### config.mk
export PLATFORM = sky130hd
export DESIGN_NAME = frame_arbiter_flat
export DESIGN_NICKNAME = d
export VERILOG_FILES = /design/src/hdl/eth_sw_pkg.sv /design/src/hdl/frame_buf_if.sv /design/src/hdl/frame_arbiter.sv /design/src/flat_wrapper.sv
export SDC_FILE = /design/constraint.sdc
export NUM_CORES = 1
export LEC_CHECK = 0
export BUFFER_PORTS_ARGS = -buffer_cell sky130_fd_sc_hd__clkbuf_2
export CAP_MARGIN = 40
export CELL_PAD_IN_SITES_DETAIL_PLACEMENT = 1
export CELL_PAD_IN_SITES_GLOBAL_PLACEMENT = 1
export CORE_UTILIZATION = 42
export DETAILED_ROUTE_END_ITERATION = 6
export GPL_TIMING_DRIVEN = 0
export PLACE_DENSITY = 0.95
export SLEW_MARGIN = 20
export SYNTH_ARGS = -nofsm -noshare
export SYNTH_HDL_FRONTEND = slang
export SYNTH_SLANG_ARGS = --single-unit
export TNS_END_PERCENT = 5
### constraint.sdc
create_clock -name clk -period 4.3 [get_ports clk]
set_input_delay 0.215 -clock clk [delete_from_list [all_inputs] [get_ports clk]]
set_output_delay 0.215 -clock clk [all_outputs]
set_load 0.02 [all_outputs]
### src/hdl/eth_sw_pkg.sv
package eth_sw_pkg;

  //////////////////////////////////////////////////////////////////////
  // ingress byte buffer
  //////////////////////////////////////////////////////////////////////

  // one capture worth of bytes per port
  localparam int buf_aw    = 10;
  localparam int buf_depth = 1 << buf_aw;

  //////////////////////////////////////////////////////////////////////
  // descriptor queue
  //////////////////////////////////////////////////////////////////////

  // eight complete frames per port
  localparam int desc_aw    = 3;
  localparam int desc_depth = 1 << desc_aw;

  //////////////////////////////////////////////////////////////////////
  // frame length
  //////////////////////////////////////////////////////////////////////

  // must hold max_frame itself, not just max_frame - 1
  localparam int len_w     = 11;
  localparam int max_frame = 1024;

endpackage

### src/hdl/frame_buf_if.sv
`timescale 1ns/100ps

interface frame_buf_if;

  // head descriptor of the ingress queue
  logic                           pend;
  logic [eth_sw_pkg::len_w-1:0]   len;

  // byte read, d follows rd by one cycle
  logic                           rd;
  logic [7:0]                     d;

  // pops the head frame, comes with its last rd
  logic                           done;

  modport ingress (
    output pend,
    output len,
    output d,
    input  rd,
    input  done
  );

  modport arbiter (
    input  pend,
    input  len,
    input  d,
    output rd,
    output done
  );

endinterface

### src/hdl/frame_arbiter.sv
`timescale 1ns/100ps

module frame_arbiter (
  input  logic         clk,
  input  logic         rst,
  input  logic         rdy,
  frame_buf_if.arbiter p0,
  frame_buf_if.arbiter p1,
  output logic         tx_v,
  output logic [7:0]   tx_d,
  output logic         tx_eof
);

  // frame in progress
  logic                           busy;
  logic                           last_port;
  logic [eth_sw_pkg::len_w-1:0]   rem;

  logic                           pick;
  logic [eth_sw_pkg::len_w-1:0]   pick_len;
  logic                           start;
  logic                           port;
  logic                           rd;
  logic                           rd_last;

  // read return and skid
  logic                           rd_q;
  logic                           eof_q;
  logic [7:0]                     rd_byte;
  logic                           skid_v;
  logic                           skid_eof;
  logic [7:0]                     skid_d;
  logic                           skid_load;

  //////////////////////////////////////////////////////////////////////
  // selection
  //////////////////////////////////////////////////////////////////////

  // other port first
  always_comb begin
    if (last_port) begin
      pick = !p0.pend;
    end else begin
      pick = p1.pend;
    end
  end

  assign pick_len = pick ? p1.len : p0.len;

  // previous frame leaves the read path first so tx_v gets its gap
  assign start = !busy && !rd_q && !skid_v && rdy && (p0.pend || p1.pend);

  assign port    = start ? pick : last_port;
  assign rd      = start || (busy && rdy);
  assign rd_last = start ? (pick_len == 1) : (rem == 1);

  assign p0.rd   = rd && !port;
  assign p1.rd   = rd && port;
  assign p0.done = rd && rd_last && !port;
  assign p1.done = rd && rd_last && port;

  always_ff @(posedge clk) begin
    if (rst) begin
      busy      <= 1'b0;
      last_port <= 1'b1;
      rem       <= '0;
    end else if (start) begin
      busy      <= !rd_last;
      last_port <= pick;
      rem       <= pick_len - 1'b1;
    end else if (busy && rdy) begin
      busy <= !rd_last;
      rem  <= rem - 1'b1;
    end
  end

  //////////////////////////////////////////////////////////////////////
  // output register with skid
  //////////////////////////////////////////////////////////////////////

  assign rd_byte = last_port ? p1.d : p0.d;

  // byte returning while rdy is low, or behind a held byte
  assign skid_load = rd_q && (!rdy || skid_v);

  always_ff @(posedge clk) begin
    if (rst) begin
      rd_q     <= 1'b0;
      eof_q    <= 1'b0;
      skid_v   <= 1'b0;
      skid_eof <= 1'b0;
      tx_v     <= 1'b0;
      tx_eof   <= 1'b0;
    end else begin
      rd_q  <= rd;
      eof_q <= rd && rd_last;

      tx_v   <= rdy && (skid_v || rd_q);
      tx_eof <= rdy && (skid_v ? skid_eof : (rd_q && eof_q));

      if (rdy) begin
        skid_v <= skid_v && rd_q;
      end else begin
        skid_v <= skid_v || rd_q;
      end
      if (skid_load) begin
        skid_eof <= eof_q;
      end
    end
  end

  always_ff @(posedge clk) begin
    if (rdy) begin
      tx_d <= skid_v ? skid_d : rd_byte;
    end
    if (skid_load) begin
      skid_d <= rd_byte;
    end
  end

endmodule

### src/flat_wrapper.sv
// flat-port wrapper written by rule: the top's interface ports become plain ports
module frame_arbiter_flat 
  (clk, rst, rdy, tx_v, tx_d, tx_eof, p0_pend, p0_len, p0_d, p0_rd, p0_done, p1_pend, p1_len, p1_d, p1_rd, p1_done);
  frame_buf_if p0_i ();
  frame_buf_if p1_i ();
  input  logic clk;
  input  logic rst;
  input  logic rdy;
  output logic tx_v;
  output logic [7:0] tx_d;
  output logic tx_eof;
  input wire logic [$bits(p0_i.pend)-1:0] p0_pend;
  input wire logic [$bits(p0_i.len)-1:0] p0_len;
  input wire logic [$bits(p0_i.d)-1:0] p0_d;
  output wire logic [$bits(p0_i.rd)-1:0] p0_rd;
  output wire logic [$bits(p0_i.done)-1:0] p0_done;
  input wire logic [$bits(p1_i.pend)-1:0] p1_pend;
  input wire logic [$bits(p1_i.len)-1:0] p1_len;
  input wire logic [$bits(p1_i.d)-1:0] p1_d;
  output wire logic [$bits(p1_i.rd)-1:0] p1_rd;
  output wire logic [$bits(p1_i.done)-1:0] p1_done;
  assign p0_i.pend = p0_pend;
  assign p0_i.len = p0_len;
  assign p0_i.d = p0_d;
  assign p0_rd = p0_i.rd;
  assign p0_done = p0_i.done;
  assign p1_i.pend = p1_pend;
  assign p1_i.len = p1_len;
  assign p1_i.d = p1_d;
  assign p1_rd = p1_i.rd;
  assign p1_done = p1_i.done;
  frame_arbiter u_core (.clk(clk), .rst(rst), .rdy(rdy), .p0(p0_i), .p1(p1_i), .tx_v(tx_v), .tx_d(tx_d), .tx_eof(tx_eof));
endmodule
==> run_results.csv, run 1 <==
group,metric,value,unit
finish,fin_nets,332,
synthesis,synth_cell_type_count,53,
setup_path,worstSetupStartpoint,"u_core.last_port",
finish,fin_util,54.35,%
placed_design,dp.cells,345,
synthesis,synthCells,222,
timing,fin_crit_sh,64.71,%
timing,tightestPinTransition,0.7400,ns
setup_path,crit_path_cell_trace,"and2_1, clkbuf_1, nor2_2, mux2_2, ha_1, a31oi_1, nor2_1, clkbuf_2",
finish,synthToLayoutAreaGrowth,22.87,%
floorplanning,ios,57,
placed_design,hpwl,4882,microns
detailed_routing,drc,0,
setup_path,reg2reg_from,"u_core.last_port",
clocking,clock_latency,0.29,ns
clocking,cts_sinks,35,
setup_path,crit_arrival,2.57,ns
floorplanning,start_util,44.24,%
global_route,gr-usage-all-layers,24.85,%
finish,final_cell_mix,"clkbuf_2, nor2_1, dfxtp_1, mux2_2, edfxtp_1",
global_route,grt_pass1_wl,9942,microns
global_route,grt_antenna_before_repair,0,
detailed_routing,wirelength,6258,microns
setup_path,cp_max_fo,8,
timing,hold_viol,0,
setup_path,cp-start-kind,"flop",
pwr,peakVddDrop,153.1,uV
setup_path,worst_path_largest_cell_delay,0.42,ns
synthesis,yosysWarnings,0,
setup_path,worstPathRequired,4.09,ns
finish,diodes,0,
clocking,numCtsBuffers,5,
floorplanning,rows,25,
timing,fmax,359.4,MHz
clocking,ctsLongestPathBuffers,2,
global_route,grt_overflow,0,
synthesis,syn_avg_cell_area,9.536,sq um
timing,setup_viol,0,
synthesis,syn_area,0.002117,sq mm
timing,fin_skew,0.008776,ns
timing,post-route-min-period,2.783,ns
synthesis,synth-main-ff-cell,"dfxtp_1",
clocking,cts_tree,"yes",
status,status,"completed",
run,max_cap_viol_count,0,
floorplanning,die_area,0.005328,sq mm
detailed_routing,via_per_inst,5.788,
pwr,p_per_area,365.8,mW/mm^2
placed_design,gp_congestion,0.8744,
global_route,grt_pass1_vias,2024,
clocking,holdBufCountCts,0,
finish,drive_above_1_share,33.80,%
finish,final_common_cell,"clkbuf_2",
timing,drv_slew,0,
detailed_routing,drtIter0Drc,126,
timing,rsz0062_at_grt,"no",
setup_path,worstSetupPathType,"flop to primary output",
timing,finalSetupTns,0,ns
finish,fin_cells,354,
floorplanning,core,0.004786,sq mm
placed_design,io_buffers,56,
clocking,ctsResizeCount,0,
clocking,cts_setup_buffers,0,
synthesis,synth_seq_cells,35,
detailed_routing,ant_nets,0,
synthesis,synth_enable_flop_cells,16,
clocking,clkTransAtPathRegs,0.08,ns
timing,relSlewSlack,50.24,%
synthesis,synth-async-reset-ratio,0,%
setup_path,slowest_stage,"mux2_2",
synthesis,syn-num-nets,268,
setup_path,end_kind,"primary output",
min_path,hold_class,"primary input to flop",
detailed_routing,wire_per_inst,17.68,microns
clocking,htree_levels,2,
min_path,hp-start,"rst",
global_route,grt_max_degree,13,
synthesis,yosysSeqAreaShare,40.66,%
floorplanning,die_w,73.00,microns
detailed_routing,firstDrtPassIters,4,
detailed_routing,vias,2049,
clocking,cts_root_buf,"clkbuf_8",
pwr,power.leakage,0.001067,uW
floorplanning,die_y,73.00,microns
[per-stage QoR]
stage / worst slack, ns / hold slack [ns] / instance area [sq um] / power [uW]
3_5_place_dp: 1.849 / 0.4907 / 2481 / 652.4
5_1_grt: 1.371 / 0.2026 / 2601 / 995.4
3_3_place_gp: 1.894 / 0.4746 / 2481 / 638.0
6_report: 1.517 / 0.2247 / 2601 / 951.5
2_1_floorplan: 2.312 / 0.2796 / 2117 / 568.6
4_1_cts: 1.516 / 0.2064 / 2594 / 956.7
[synth_stat cells, types with 4 or more instances]
| cell type | count | area share [%] |
|---|---|---|
| a21oi_1 | 13 | 3.1 |
| buf_2 | 4 | 0.95 |
| dfxtp_1 | 19 | 18 |
| edfxtp_1 | 16 | 23 |
| inv_1 | 7 | 1.2 |
| mux2_2 | 17 | 9.0 |
| mux2i_1 | 6 | 2.8 |
| nand2_1 | 15 | 2.7 |
| nand3_1 | 4 | 0.95 |
| nor2_1 | 25 | 4.4 |
| nor3_1 | 8 | 1.9 |
| nor4_1 | 8 | 2.4 |
| o21ai_0 | 7 | 1.7 |
| or4_1 | 5 | 1.8 |
| xnor2_1 | 5 | 2.1 |
| xor2_1 | 5 | 2.1 |
[area by class of cell]
class	count	area, sq um
inverter	8	30.03
tap	67	83.83
clock inverter	3	43.79
fill	575	2185
buffer	8	35.03
timing repair buffer	57	287.8
sequential	35	860.8
clock buffer	5	68.82
multi-input combinational	171	1191
[cells by family (layout without fill, tap and decap cells)]
| group | count (synthesis) | after routing | synth area share [%] |
|---|---|---|---|
| AND/OR/NAND/NOR | 81 | 81 | 20.57 |
| AO/OA/AOI/OAI | 54 | 54 | 17.91 |
| flip-flops | 35 | 35 | 40.66 |
| multiplexers | 23 | 23 | 11.88 |
| buffers and inverters | 16 | 81 | 3.073 |
| XOR/XNOR | 10 | 10 | 4.137 |
| adder cells (fa/ha/maj) | 3 | 3 | 1.773 |
[critical path: cells and delay by family (launching register included)]
family | cells | cell delay [ns]
AOI/OAI and AO/OA | 1 | 0.39
adders and majority gates | 1 | 0.18
muxes | 1 | 0.42
buffers and inverters | 2 | 0.35
and+or+nand+nor | 3 | 0.59
DFF | 1 | 0.35
[worst paths after layout]
check	end	slack (ns)	cells past startpoint
worst max-delay path	p0_done	1.52	8
worst min-delay path	u_core.rem[9]	0.22	2
worst max register to register	u_core.busy	2.00	7
worst min register to register	u_core.skid_eof	0.50	2
[flip-flops by register name (all words and copies together) (netlist names)]
register	cells
u_core.busy	1
u_core.eof_q	1
u_core.last_port	1
u_core.rd_q	1
u_core.rem	11
u_core.skid_d	8
u_core.skid_eof	1
u_core.skid_v	1
u_core.tx_d	8
u_core.tx_eof	1
u_core.tx_v	1
[metal layers]
metal  wire length (microns)  share of wire (%)  up-vias  global-route usage, %
li1                        -                  -      979                      -
met1                    2609                 42      999                  29.72
met2                    3288                 53       61                  45.47
met3                     288                4.6       10                  4.144
met4                      72                1.2        0                  6.972
met5                       0                  0        -                      0
[power breakdown]
group,internal (uW),switching (uW)
registers,377,22.9
logic,104,146
clock network,173,129
total,653,298
No activity file was read; power rests on OpenSTA's default activity.
==> inputs of run 2 (changes only) <==
- CORE_UTILIZATION: 42 -> 35
- PLACE_DENSITY: 0.95 -> 0.87
- clock period: 4.3 -> 2.55 ns (I/O delays scaled with it)
==> run 2 against run 1 <==
Effect of this change: sequential share of layout area down 0.21 points; final cell count up 1.1%; worst hold slack worse by 0.12 ns; cell area up 0.63%; critical path type unchanged; critical endpoint is now p1_rd; highest routed layer unchanged.
==> run_results.csv, run 2 (synthesis gave the netlist of run 1 again) <==
group,metric,value,unit
floorplanning,start_util,37.30,%
clocking,cts_tree,"yes",
detailed_routing,firstDrtPassIters,4,
placed_design,io_buffers,56,
detailed_routing,drtIter0Drc,117,
finish,largest_reg_flops,11,
timing,fmax,413.9,MHz
timing,tightestPinTransition,0.6972,ns
floorplanning,rows,27,
detailed_routing,drc,0,
floorplanning,die_w,79.78,microns
timing,fin_crit_sh,94.76,%
detailed_routing,wire_per_inst,16.50,microns
placed_design,gp_congestion,0.8607,
floorplanning,die_area,0.006364,sq mm
timing,finalSetupTns,0,ns
global_route,grt_pass1_vias,2032,
clocking,cts_sinks,35,
setup_path,r2r_slack,0.53,ns
detailed_routing,vias,1996,
detailed_routing,ant_nets,0,
pwr,p_per_area,610.6,mW/mm^2
setup_path,slowest_stage,"or4_1",
finish,top_register,"u_core.rem",
setup_path,worst_path_largest_cell_delay,0.65,ns
min_path,hold_depth,2,
min_path,hp-start,"rst",
timing,fin_skew,0.004118,ns
setup_path,end_kind,"primary output",
setup_path,cp_max_fo,10,
run,max_cap_viol_count,0,
finish,drive_above_1_share,34.62,%
detailed_routing,wirelength,5906,microns
placed_design,hpwl,4659,microns
clocking,htree_levels,2,
global_route,grt_overflow,0,
setup_path,crit_buf_inv,3,
clocking,cts_root_buf,"clkbuf_8",
timing,rsz0062_at_grt,"no",
pwr,peakVddDrop,350.3,uV
global_route,grt_max_degree,13,
setup_path,ff2ff_path_depth,5,
clocking,clkTransAtPathRegs,0.08,ns
clocking,ctsLongestPathBuffers,2,
clocking,clock_latency,0.29,ns
placed_design,placed_area,0.002495,sq mm
global_route,grt_antenna_before_repair,0,
setup_path,crit_path_cell_trace,"clkbuf_1, or4_1, buf_2, nor2_1, a21oi_1, nor2_1, clkbuf_2",
finish,fin_util,46.12,%
min_path,worstHoldEndpoint,"u_core.rem[9]",
setup_path,worstSetupPathType,"flop to primary output",
floorplanning,die_y,79.78,microns
floorplanning,ios,57,
setup_path,cp-start-kind,"flop",
clocking,holdBufCountCts,0,
finish,synthToLayoutAreaGrowth,23.64,%
timing,relSlewSlack,53.12,%
detailed_routing,via_per_inst,5.575,
finish,final_cell_mix,"clkbuf_2, nor2_1, dfxtp_1, mux2_2, edfxtp_1",
setup_path,worstPathRequired,2.42,ns
pwr,power.leakage,0.001067,uW
finish,fin_nets,331,
timing,hold_viol,0,
setup_path,reg2reg_from,"u_core.skid_v",
finish,reg_top3,"u_core.rem x11, u_core.skid_d x8, u_core.tx_d x8",
finish,final_common_cell,"clkbuf_2",
min_path,hold_class,"primary input to flop",
timing,post-route-min-period,2.416,ns
floorplanning,core,0.005675,sq mm
timing,drv_slew,0,
setup_path,cp_top_family,"simple AND/OR/NAND/NOR gates",
finish,diodes,0,
timing,setup_viol,0,
setup_path,reg2reg_to,"u_core.rem[8]",
setup_path,crit_arrival,2.29,ns
global_route,gr-usage-all-layers,20.04,%
setup_path,crit_top_cell,"nor2_1",
pwr,total_power,1598,uW
clocking,numCtsBuffers,5,
finish,postLayoutCellArea,0.002618,sq mm
status,status,"completed",
global_route,grt_pass1_wl,9618,microns
run 2: cell types whose count changed in the layout (fill, tap and decap cells not counted), sizes merged:
cell    change
clkbuf      -1
run 2: per-stage QoR:
step	hold slack, ns	setup slack [ns]	cells
3_3_place_gp	0.4221	0.2345	350
6_report	0.1032	0.1337	358
4_1_cts	0.09773	0.08646	359
3_5_place_dp	0.4124	0.2038	351
5_1_grt	0.1248	0.02170	358
2_1_floorplan	0.1921	0.6498	222
run 2: per-layer routing:
metal  up-vias  wire [microns]  global-route usage [%]
met5         -               0                       0
met4         0              63                   5.714
met3         9             228                   3.886
met2        45            2885                   35.13
met1       971            2728                   24.79
li1        971               -                       -
run 2: how the worst max path moves through the flow:
stage               to  cells after the start  slack (ns)             start
5_1_grt        p1_done                      7        0.02     u_core.skid_v
3_3_place_gp   p0_done                      8        0.23  u_core.last_port
2_1_floorplan  p0_done                      7        0.65  u_core.last_port
3_5_place_dp   p0_done                      8        0.20  u_core.last_port
4_1_cts        p0_done                      8        0.09  u_core.last_port
6_report         p1_rd                      7        0.13     u_core.skid_v
run 2: repair_timing:
item	in CTS	in global routing
buffers inserted	0	0
endpoints found under the setup margin	2	2
resized for setup	2	1
run 2: final cells by class:
class	instances	area, sq um
Buffer	7	31.28
Clock buffer	5	68.82
Clock inverter	3	43.79
Fill cell	685	3058
Inverter	8	30.03
Multi-Input combinational cell	171	1205
Sequential cell	35	860.8
Tap cell	72	90.09
Timing Repair Buffer	57	287.8
run 2: report_power, final:
part           leakage [uW]  internal [uW]  total (uW)  switching (uW)
Combinational      0.000702            176         421             245
Clock             0.0000581            291         505             214
Sequential         0.000307            635         673            37.6
Total               0.00107           1100        1600             497
